**config.mk**
```make
export PLATFORM = sky130hd
export DESIGN_NAME = vector_display
export DESIGN_NICKNAME = d
export VERILOG_FILES = /design/src/vector_pkg.sv /design/src/vector_display.sv
export SDC_FILE = /design/constraint.sdc
export NUM_CORES = 1
export LEC_CHECK = 0
export BUFFER_PORTS_ARGS = -buffer_cell sky130_fd_sc_hd__buf_2
export CORE_MARGIN = 2
export CORE_UTILIZATION = 46
export CTS_BUF_LIST = sky130_fd_sc_hd__clkbuf_2
export CTS_CLUSTER_DIAMETER = 30
export DETAILED_ROUTE_END_ITERATION = 8
export PLACE_DENSITY = 0.8
export RECOVER_POWER = 50
export SLEW_MARGIN = 20
export SYNTH_ARGS = -nofsm -noshare
export SYNTH_HDL_FRONTEND = slang
export SYNTH_SLANG_ARGS = --single-unit
export TNS_END_PERCENT = 10
```
**constraint.sdc**
```tcl
create_clock -name clk -period 1.3 [get_ports clk]
set_input_delay 0.26 -clock clk [delete_from_list [all_inputs] [get_ports clk]]
set_output_delay 0.26 -clock clk [all_outputs]
set_load 0.01 [all_outputs]
```
**src/vector_pkg.sv**
```systemverilog
// vector_pkg: point word layout, widths, frame RAM size, dwell time and FSM states
`default_nettype none

package vector_pkg;

    ////////////////////////////////////////////////////////////////////////////
    // widths
    ////////////////////////////////////////////////////////////////////////////
    localparam int COORD_WIDTH  = 8;
    localparam int POINT_WIDTH  = 18;
    localparam int ADDR_WIDTH   = 10;
    localparam int RAM_DEPTH    = 1000;

    // point word fields
    localparam int X_LSB    = 0;
    localparam int Y_LSB    = 8;
    localparam int BEAM_BIT = 16;
    localparam int END_BIT  = 17;

    // end marker, beam off and parked at the origin
    localparam logic [POINT_WIDTH-1:0] END_WORD = {1'b1, 1'b0, 8'd0, 8'd0};

    // clocks per point on the DAC
    localparam int DWELL_CYCLES = 4;
    localparam int DWELL_WIDTH  = $clog2(DWELL_CYCLES);
    localparam logic [DWELL_WIDTH-1:0] DWELL_LAST = DWELL_WIDTH'(DWELL_CYCLES - 1);

    ////////////////////////////////////////////////////////////////////////////
    // state encodings
    ////////////////////////////////////////////////////////////////////////////
    typedef enum logic [2:0] {
        IDLE,
        COPY_CURSOR,
        COPY_ENEMY,
        WRITE_END,
        DRAW
    } build_state_t;

    typedef enum logic [1:0] {
        WAIT,
        FETCH,
        HOLD,
        DONE
    } display_state_t;

endpackage

`default_nettype wire

```
**src/vector_display.sv**
```systemverilog
// vector_display: point sequencer driving the X/Y DAC codes, beam and load strobe
`timescale 1ns/10ps
`default_nettype none

module vector_display (
    input  wire                                clk,
    input  wire                                rst_n,
    input  wire                                draw_frame,
    output logic [vector_pkg::ADDR_WIDTH-1:0]  ram_rd_addr,
    input  wire  [vector_pkg::POINT_WIDTH-1:0] ram_rd_data,
    output logic [vector_pkg::COORD_WIDTH-1:0] xch,
    output logic [vector_pkg::COORD_WIDTH-1:0] ych,
    output logic                               beam_on,
    output logic                               dac_load,
    output logic                               frame_done
);

    vector_pkg::display_state_t state;

    logic [vector_pkg::DWELL_WIDTH-1:0] dwell_cnt;
    logic                               end_word;

    assign end_word = ram_rd_data[vector_pkg::END_BIT];

    ////////////////////////////////////////////////////////////////////////////
    // the read address runs one point ahead, so the word is ready at FETCH
    ////////////////////////////////////////////////////////////////////////////
    always_ff @(posedge clk) begin
        if (!rst_n) begin
            state       <= vector_pkg::WAIT;
            ram_rd_addr <= '0;
            dwell_cnt   <= '0;
            xch         <= '0;
            ych         <= '0;
            beam_on     <= 1'b0;
            dac_load    <= 1'b0;
            frame_done  <= 1'b0;
        end else begin
            dac_load   <= 1'b0;
            frame_done <= 1'b0;
            case (state)
                vector_pkg::WAIT: begin
                    if (draw_frame) begin
                        state <= vector_pkg::FETCH;
                    end
                end
                vector_pkg::FETCH: begin
                    if (end_word) begin
                        // end marker, nothing goes to the DAC
                        beam_on    <= 1'b0;
                        frame_done <= 1'b1;
                        state      <= vector_pkg::DONE;
                    end else begin
                        xch         <= ram_rd_data[vector_pkg::X_LSB +: vector_pkg::COORD_WIDTH];
                        ych         <= ram_rd_data[vector_pkg::Y_LSB +: vector_pkg::COORD_WIDTH];
                        beam_on     <= ram_rd_data[vector_pkg::BEAM_BIT];
                        dac_load    <= 1'b1;
                        ram_rd_addr <= ram_rd_addr + 1'b1;
                        dwell_cnt   <= '0;
                        state       <= vector_pkg::HOLD;
                    end
                end
                vector_pkg::HOLD: begin
                    if (dwell_cnt == vector_pkg::DWELL_LAST) begin
                        state <= vector_pkg::FETCH;
                    end else begin
                        dwell_cnt <= dwell_cnt + 1'b1;
                    end
                end
                vector_pkg::DONE: begin
                    // rewind for the next frame
                    ram_rd_addr <= '0;
                    state       <= vector_pkg::WAIT;
                end
                default: begin
                    state <= vector_pkg::WAIT;
                end
            endcase
        end
    end

endmodule

`default_nettype wire

```
# == Word level (Yosys, flattened, before mapping) ==
# Cells that the tools add are included.
# totals
register_bits,33
latch_bits,0
mem_bits_rw,0
rom_bits,0
inputBits,21
out_inout_bits,29
wordCells,39
mem_count,0
# op_classes
add_sub_neg,2
n_mul,0
div,0
magnitude_cmp,0
eq_ne,8
n_shift,0
muxes,12
n_bitwise,1
n_reduce_logical,8
# op_table
cell,n
10-bit case mux with 2 select lines,1
"10-bit by 1-bit adder with 10-bit output, second input constant",1
10-bit two-way mux,1
2-bit two-way mux,4
"2-bit != test, second input constant",4
2-bit case mux with 4 select lines,1
2-bit AND reduction,4
"2-bit equality test, second input constant",3
1-bit two-way mux,4
2-bit case mux with 2 select lines,1
2-bit nonzero test,2
3-bit AND reduction,1
"2-bit by 1-bit adder with 2-bit output, second input constant",1
"2-bit by 1-bit equality test with 1-bit output, second input constant",1
2-bit logical NOT,1
1-bit inverter,1

# == Depth between registers and ports, before layout ==
# Gate-level depths: netlist of run 1.
# depth
ltp_word,3
mapped_depth,5
mapped_depth_nobuf,4

# == Least setup slack after synthesis of run 1 ==
# OpenSTA, ideal clock, no wires.
# synth_timing
path_kind,register to register
startpoint,reg state[0]
endpoint,reg ram_rd_addr[3] (netlist bit)
setup_ps,70
t_arrival_ps,1306
required_ps,1230
setup_slack_ps,-75
path_stages_with_launch,5
path_buffers,1
period_less_slack_ps,1375
cell_sequence,dfxtp_1 > or3b_1 > buf_2 > or3_1 > a21oi_1
# synth_via
elab_chain_len,3
elab_cells_between_ends,6
cone_classes,eq/ne (3); mux (1); reduce/logical (2)
# synth_lines
item,line_no,text
start: declaration,vector_display.sv:18,vector_pkg::display_state_t state;
start signal: assignment,vector_display.sv:30,state <= vector_pkg::WAIT;
start signal: assignment,vector_display.sv:44,state <= vector_pkg::FETCH;
start signal: assignment,vector_display.sv:52,state <= vector_pkg::DONE;
2-bit by 1-bit equality test with 1-bit output / 2-bit equality test (equally long branches),vector_display.sv:41,case (state)
2-bit != test (no source line) / 2-bit nonzero test (equally long branches),n/a,
2-bit AND reduction (no source line),n/a,
end signal: assignment,vector_display.sv:58,ram_rd_addr <= ram_rd_addr + 1'b1;
end: declaration,vector_display.sv:9,"output logic [vector_pkg::ADDR_WIDTH-1:0] ram_rd_addr,"
# Parallel ways exist; a longest one is shown, timed or not.
# A chain may end at the register's enable or synchronous reset.

# == Worst setup path after layout of run 1 ==
# Same ends and word-level chain as after synthesis.

==> results by stage, run 1 <==
Timing:
- The final clock skew is 0.0116 ns.
- At the pin with the least slew margin, the transition time is 0.275 ns.
- Setup repair after global routing could not meet its margin everywhere.
- The slack of the critical path is -0.00234 ns.
- The final count of pins violating max slew was 0.
- The highest clock frequency the design can meet is 768 MHz.
- The post-route clock period utilization is 1.00.
- Measured against its own limit, the worst slew margin works out to 0.814.
- Setup violations remaining at the end of the flow were counted as 1.
- The smallest clock period supported by the final layout is computed as ~1.3 ns.
- The number of hold violations in the final report is 0.

Drt:
- After the first detailed-routing iteration, the DRC count stood at 44.
- The wire length after detailed routing is 3290 um.
- In the final routed layout, each cell accounts on average for 12.6 um.
- The via count of the routed design is between 1000 and 1500.
- The pre-antenna-repair detailed-routing pass consisted of 5 iterations.
- After detailed routing, the number of vias per cell comes to 5.17.
- The count of nets left with antenna violations once routing finished came out at 0.
- The remaining routing DRC violations is 0.

Clocking:
- Clock-pin slew was measured on the worst setup and hold paths at ~0.16 ns.
- The H-tree was split into 2 levels.
- The CTS sink count is 33.
- The maximum clock path buffer count is 2.
- The number of clock buffers inserted by TritonCTS is 5.
- TritonCTS built the clock tree.
- The cell sitting at the root of the clock tree is a sky130_fd_sc_hd__clkbuf_2.
- The later pin in the worst-skew pair is clocked with a latency of 0.38 ns.

Pwr:
- The total power density per cell area is roughly 1100 nW/um^2.
- The net switching power is 0.526 mW.
- The part of the power in combinational logic is 0.153.
- The power share of the clock group is 0.320.
- The proportion of power drawn by flip-flops and latches is 0.527.
- Of the total power, the share spent switching nets is 0.257.
- Power comes to 2.05 mW.
- VDD sags by at most 0.787 mV.
- The internal power is 1.52 mW.
- The leakage power figure is a little under 0.9 nW.

Finish:
- The signed area change from the synthesized netlist to the final layout is 36.9%.
- The number of inserted diodes is 0.
- The final-stage net count is 252.
- The filler-free cell count of the finished design is about 260.
- The total of fill cells in the finished design is 242.
- Of the cells placed in the final design, the portion with a size suffix greater than 1 is 0.397.

Placed design:
- Routability-driven placement finished with a final weighted congestion of about 0.77.
- The detailed placement HPWL is 2280 um.
- The number of buffers inserted by port buffering is 49.
- The placed cell count is 255.

Logic synthesis:
- The synthesized net count is 185.
- The most instantiated library cell after synthesis is sky130_fd_sc_hd__nand2_1.
- The leading area contributor after synthesis is sky130_fd_sc_hd__dfxtp_1.
- Averaged over all synthesized cells, the footprint is 8.78 um^2.
- Synthesis handed over a netlist of 162 instances.
- The commonest cells after synthesis are sky130_fd_sc_hd__nand2_1, sky130_fd_sc_hd__dfxtp_1, sky130_fd_sc_hd__a21boi_0.
- Synthesis inferred 33 register bits.
- The number of flops mapped to enable cells by yosys is 0.
- Of all flip-flops after synthesis, the portion carrying an async set or reset was 0.
- After synthesis the cells add up to around 1400 um^2.
- The top-area cell type share of the netlist area is 0.464.
- The share of synthesized area occupied by flip-flops and latches is 0.464.
- Sorting the synthesized cells by area gives the leading types as sky130_fd_sc_hd__dfxtp_1, sky130_fd_sc_hd__nand2_1, sky130_fd_sc_hd__a21boi_0.
- Synthesis instantiated 33 different standard cells from the library.
- The number of synthesis warnings is 0.
- The top flip-flop cell by instance count after synthesis is sky130_fd_sc_hd__dfxtp_1.

Die:
- Measured along the y axis, the die boundary spans 59.6 um.
- In this run the horizontal extent of the chip is 59.6 um.
- The area of the core is 3000 um^2.
- The number of I/O pins is 50.
- The die outline area is 3550 um^2.
- The floorplan has 20 rows.
- The initial utilization of the core area, before any placement, comes to 0.474.

Hold path:
- The worst hold path belongs to the class primary input to flip-flop.

GRT:
- Across every metal layer, demand over resource in global routing totals 0.195.
- The first global-routing pass estimated a little over 5000 um of wire.
- The global route total overflow is 0.
- The pin count of the biggest net entering global routing is 25.
- The number of global-route vias before repair is 1205.
- The number of antenna violations at the first check in global routing is 0.

Worst setup path:
- Across all register-to-register paths, the minimum setup slack is -0.002 ns.
- The cell with the largest stage delay on the worst path is sky130_fd_sc_hd__or3b_4.
- The endpoint arrival time on the critical path is 1.62 ns.
- For this run, the slowest stage of the critical path takes between 0.3 and 0.4 ns.
- The worst setup path is captured at a flip-flop.
- The required time reported for the critical path endpoint is 1.62 ns.
- The type of the worst setup path is flip-flop to flip-flop.
- Of all nets on the critical path, the largest fanout is 3.
- Among cell families on the critical path, the largest total delay comes from simple AND/OR/NAND/NOR gates.
- The element type at the critical path start is a flip-flop.
- Walking the worst path, the cells encountered are or3b_4 > or3_1 > a21oi_1.
- Counting both buffers and inverters, the worst setup path holds a total of 0.

Outcome:
- The flow ran to the end, but the final reports show violations.
- The final reports fail on negative setup slack.

Job:
- The max-cap check violation count is 0.
[what timing repair did]
| action | in CTS | in global routing |
|---|---|---|
| gates resized for setup | 5 | 14 |
| cloned | 0 | 0 |
| hold buffers | 0 | 0 |
| buffers inserted | 0 | 0 |
| setup endpoints to repair | 5 | 14 |
| pin swaps | 0 | 2 |
[metrics by stage]
stage / util / setup TNS, ns / setup slack [ns] / area, um^2 / hold slack, ns
after floorplan: - / -0.0321 / -0.0321 / 1440 / 0.405
after global placement: 0.611 / -0.0439 / -0.0274 / 1830 / 0.446
after detailed placement: 0.611 / -0.0963 / -0.0586 / 1830 / 0.452
after CTS: 0.638 / 0 / 0.00101 / 1920 / 0.0927
after global routing: 0.648 / -0.197 / -0.0286 / 1950 / 0.0875
final: 0.648 / -0.00234 / -0.00234 / 1950 / 0.0984
[tightest hold or removal path, stage by stage]
cell                       delay, ns
sky130_fd_sc_hd__buf_2          0.09
sky130_fd_sc_hd__nand2_1        0.04
sky130_fd_sc_hd__a21boi_0       0.06
[layout by cell type (no fill, tap or decap), types with 2 or more instances in the layout]
cell                       instances
sky130_fd_sc_hd__buf_6             2
sky130_fd_sc_hd__nand2b_1          7
sky130_fd_sc_hd__inv_1             3
sky130_fd_sc_hd__nor2b_1           3
sky130_fd_sc_hd__buf_2            48
sky130_fd_sc_hd__buf_4            17
sky130_fd_sc_hd__dfxtp_2           8
sky130_fd_sc_hd__a21boi_0         19
sky130_fd_sc_hd__nand3_1           2
sky130_fd_sc_hd__and4b_1           2
sky130_fd_sc_hd__clkbuf_2          5
sky130_fd_sc_hd__dfxtp_1          25
sky130_fd_sc_hd__nand2_1          44
sky130_fd_sc_hd__nand3b_1          3
sky130_fd_sc_hd__and2_1            2
sky130_fd_sc_hd__mux2i_1           5
sky130_fd_sc_hd__nor4_2            2
sky130_fd_sc_hd__ha_1              2
sky130_fd_sc_hd__or3_1             3
sky130_fd_sc_hd__o21ai_0           5
[routing by layer]
metal  global-route usage  vias up  routed length [um]
met3               0.0677        6                 183
li1                     -      697                   -
met1                0.230      618                1480
met2                0.319       33                1560
met5                    0        -                   0
met4               0.0857        0                  65
[cells by family after synthesis]
family                     synth area share
adders and majority gates            0.0176
and+or+nand+nor                       0.262
buffers and inverters                0.0343
muxes                                0.0352
AOI/OAI and AO/OA                     0.186
DFF                                   0.464
[final timing paths]
kind | startpoint | end | cells after the start
min | ram_rd_data[14] | ych[6]$_SDFFE_PN0P_ | 3
max | state[0]$_SDFFE_PN0P_ | ram_rd_addr[3]$_SDFFE_PN0P_ | 3
max reg2reg | state[0]$_SDFFE_PN0P_ | ram_rd_addr[3]$_SDFFE_PN0P_ | 3
min reg2reg | ych[0]$_SDFFE_PN0P_ | ych[0]$_SDFFE_PN0P_ | 2
[layout make-up]
class / instances / area [um^2] / area share
Clock inverter: 2 / 35.0 / 0.0180
Multi-Input combinational cell: 118 / 753 / 0.387
Tap cell: 33 / 41.3 / 0.0212
Clock buffer: 5 / 25.0 / 0.0129
Inverter: 3 / 11.3 / 0.00578
Sequential cell: 33 / 671 / 0.344
Timing Repair Buffer: 68 / 410 / 0.211
[registers in the layout, summed over array words and instances (netlist names)]
| signal | flops |
|---|---|
| ram_rd_addr | 10 |
| xch | 8 |
| ych | 8 |
| dwell_cnt | 2 |
| state | 2 |
| beam_on | 1 |
| dac_load | 1 |
| frame_done | 1 |
[power groups by stage]
stage	Clock (mW)	Combinational (mW)	Sequential, mW
floorplan	0	0.144	1.11
global placement	0	0.294	1.10
detailed placement	0	0.300	1.10
CTS	0.669	0.307	1.08
global route	0.710	0.347	1.08
finish	0.656	0.313	1.08
No activity file was read; power rests on OpenSTA's default activity.
==> run 2: changes to the inputs <==
--- a/config.mk
+++ b/config.mk
@@ -6,12 +6,15 @@
 export NUM_CORES = 1
 export LEC_CHECK = 0
 export BUFFER_PORTS_ARGS = -buffer_cell sky130_fd_sc_hd__buf_2
+export CAP_MARGIN = 40
+export CELL_PAD_IN_SITES_DETAIL_PLACEMENT = 0
+export CELL_PAD_IN_SITES_GLOBAL_PLACEMENT = 1
 export CORE_MARGIN = 2
-export CORE_UTILIZATION = 46
+export CORE_UTILIZATION = 33
 export CTS_BUF_LIST = sky130_fd_sc_hd__clkbuf_2
 export CTS_CLUSTER_DIAMETER = 30
 export DETAILED_ROUTE_END_ITERATION = 8
-export PLACE_DENSITY = 0.8
+export PLACE_DENSITY = 0.78
 export RECOVER_POWER = 50
 export SLEW_MARGIN = 20
 export SYNTH_ARGS = -nofsm -noshare
==> results by stage, run 2 (synthesis results as in run 1) <==
GRT:
- The number of antenna violations at the first check in global routing is 0.
- The pin count of the biggest net entering global routing is 21.
- The number of global-route vias before repair is between 1000 and 1500.
- The total global-route track usage is 0.146.
- The wire length of the first global-routing pass is roughly 5700 um.
- The global route total overflow is 0.

Hold path:
- The startpoint of the most critical hold path is ram_rd_data[14].
- In this run the worst hold path is classified as primary input to flip-flop.
- Counting instances, the worst hold path has a depth of 3.
- For hold timing, the worst endpoint is ych[6]$_SDFFE_PN0P_.

Die:
- The die covers 4850 um^2.
- After floorplanning, the core was divided into 23 placement rows.
- 50 I/O pins were placed.
- After floorplanning, the core was sized to cover 4090 um^2.
- The starting utilization of the core area is 0.348.
- The vertical die dimension is approximately 70 um.
- The horizontal extent of the die is 69.7 um.

Drt:
- The via count of the routed design is 1323.
- The number of iterations in the first detailed-routing pass is 4.
- Dividing the detail-routed wire length by the instance count gives between 10 and 15 um.
- The remaining antenna violation count after routing is 0.
- After detailed routing, the number of vias per cell comes to ~4.7.
- The routed design has 3280 um of wire.
- The remaining routing DRC violations is 0.
- In this run, the number of DRC markers left after iteration 0 of detailed routing was 29.

Worst setup path:
- The endpoint arrival time on the critical path is ~1.7 ns.
- In this run the critical register-to-register path is launched from state[1]$_SDFFE_PN0P_.
- Counting cells, the worst reg-to-reg path comes to 3.
- The flop-to-flop setup slack is -0.04 ns.
- The critical path goes through or3b_4 > or3_1 > a21oi_1.
- The capture instance of the worst register-to-register path is ram_rd_addr[3]$_SDFFE_PN0P_.
- The longest individual stage delay on the worst path is approximately 0.41 ns.
- The type of the worst setup path is flip-flop to flip-flop.
- Grouping stages by cell kind, the critical path spends the most delay in simple AND/OR/NAND/NOR gates.
- STA classifies the critical path startpoint as a flip-flop.
- The required time reported for the critical path endpoint is 1.61 ns.
- The cell with the largest stage delay on the worst path is sky130_fd_sc_hd__or3b_4.
- The maximum fanout along the worst path is 5.
- The critical path contains buffers and inverters numbering 0 combined.
- The endpoint type of the worst setup path is a flip-flop.

Timing:
- The post-route clock period utilization is 1.03.
- Setup violations remaining at the end of the flow were counted as 1.
- The minimum clock period after layout is 1.34 ns.
- The final clock skew is roughly 0.019 ns.
- Setup repair after global routing could not meet its margin everywhere.
- The slew at the pin closest to its max-slew limit is 0.299 ns.
- Final hold analysis gives a worst-case slack of 0.112 ns.
- The number of hold violations in the final report is 0.
- Across all setup checks in the final design, the least slack found is -0.0370 ns.
- Static timing analysis puts the maximum clock frequency at ~750 MHz.
- Summed over all failing endpoints, the final setup total negative slack is -0.0370 ns.
- The worst pin sits at a relative slew slack of 0.799.
- The final count of pins violating max slew is 0.

Outcome:
- The run finished, with violations left.
- The final reports fail on negative setup slack.

Pwr:
- The total power density per cell area is 970 nW/um^2.
- The analysis attributes to cell leakage a power of 0.816 nW.
- IR analysis of the VDD net gives a maximum drop of around 0.52 mV.

Clocking:
- The CTS root buffer is sky130_fd_sc_hd__clkbuf_2.
- The clock latency on the worst-skew pair is 0.38 ns.
- The TritonCTS clock tree is done.
- The total number of H-tree levels is 2.
- Clock-pin slew was measured on the worst setup and hold paths at 0.17 ns.
- The CTS sink count is 33.
- Buffers inserted to repair hold after CTS numbered 0.
- Clock tree synthesis inserted a total of 5 buffers.
- No sink is reached through more buffers than the 2 on the longest clock path.

Placed design:
- Once detailed placement completed, the half-perimeter wirelength came to approximately 2400 um.
- The number of buffers inserted by port buffering is 49.
- The congestion estimate from routability-driven global placement came to 0.756.

Finish:
- In the final layout, the share of cells above drive strength 1 is 0.322.
- The signed area change from the synthesized netlist to the final layout is 36.8%.
- The register containing the most flip-flops in the final layout is ram_rd_addr.
- The register with the most flip-flops in the layout has 10 of them.
- The final core utilization is 0.476.
- The final-stage net count is 255.
- The number of inserted diodes is 0.
- The top cell types in the final layout, fill and taps aside, are sky130_fd_sc_hd__nand2_1, sky130_fd_sc_hd__buf_2, sky130_fd_sc_hd__dfxtp_1, sky130_fd_sc_hd__a21boi_0, sky130_fd_sc_hd__buf_4.
- The largest registers in the layout are ram_rd_addr: 10 flops, xch: 8 flops, ych: 8 flops.
- The commonest non-fill, non-tap cell in the layout is sky130_fd_sc_hd__nand2_1.

Job:
- Across the run, the number of max-cap violations was 0.
## run 2: cell count changes in the layout (fill, tap and decap cells not counted), moves of 2 or more
cell                       previous run  this run
sky130_fd_sc_hd__dfxtp_2              8         5
sky130_fd_sc_hd__buf_2               48        32
sky130_fd_sc_hd__a21boi_0            19        17
sky130_fd_sc_hd__clkbuf_2             5         8
sky130_fd_sc_hd__clkbuf_4             0         2
sky130_fd_sc_hd__clkbuf_1             0        15
sky130_fd_sc_hd__dfxtp_1             25        28
sky130_fd_sc_hd__a21boi_1             1         4
sky130_fd_sc_hd__buf_6                2         4
## run 2: layout make-up
class	count	area, um^2
clock buffer	8	40.0
fill	437	2140
inverter	3	11.3
multi-input combinational	118	741
sequential	33	667
tap	50	62.6
timing repair buffer	71	424
## run 2: metrics by stage
stage	instances	worst slack (ns)	total power, mW	cell area, um^2
2_1_floorplan	162	-0.0321	1.26	1440
3_3_place_gp	274	-0.0130	1.40	1870
3_5_place_dp	274	-0.0494	1.41	1870
4_1_cts	283	-0.0229	1.91	1940
5_1_grt	283	-0.0792	2.00	1950
6_report	283	-0.0370	1.89	1950
## run 2: how the worst max path moves through the flow
stage / startpoint / end / slack, ns / depth (start not counted)
finish: state[1]$_SDFFE_PN0P_ / ram_rd_addr[3]$_SDFFE_PN0P_ / -0.04 / 3
global route: ram_rd_addr[5]$_SDFFE_PN0P_ / ram_rd_addr[9]$_SDFFE_PN0P_ / -0.08 / 3
CTS: state[1]$_SDFFE_PN0P_ / ram_rd_addr[3]$_SDFFE_PN0P_ / -0.02 / 3
detailed placement: ram_rd_data[17] / ram_rd_addr[3]$_SDFFE_PN0P_ / -0.05 / 5
global placement: ram_rd_data[17] / ram_rd_addr[3]$_SDFFE_PN0P_ / -0.01 / 5
floorplan: state[0]$_SDFFE_PN0P_ / ram_rd_addr[3]$_SDFFE_PN0P_ / -0.03 / 4
## run 2: layer usage
metal  vias to the layer above  share of wire  GRT usage
met5                         -              0          0
met4                         0          0.019     0.0641
met3                         7          0.060     0.0552
met2                        29           0.43      0.207
met1                       586           0.49      0.196
li1                        701              -          -
## run 2: timing repair
action                                 in CTS  in global routing
cloned                                      0                  0
gates resized for setup                     5                 12
endpoints found under the hold margin       0                  0
pin swaps                                   0                  1
setup buffers                               1                  0
setup endpoints to repair                   4                 24
## run 2: power by group
part / leakage (nW) / internal (mW) / total [mW] / switching [mW]
clock network: 0.0332 / 0.159 / 0.491 / 0.333
logic: 0.513 / 0.159 / 0.316 / 0.157
registers: 0.270 / 1.05 / 1.08 / 0.0238
total: 0.816 / 1.37 / 1.89 / 0.514
## run 2: worst min-delay path, stage by stage
cell                       delay [ns]
sky130_fd_sc_hd__buf_2           0.09
sky130_fd_sc_hd__nand2_1         0.05
sky130_fd_sc_hd__a21boi_1        0.05
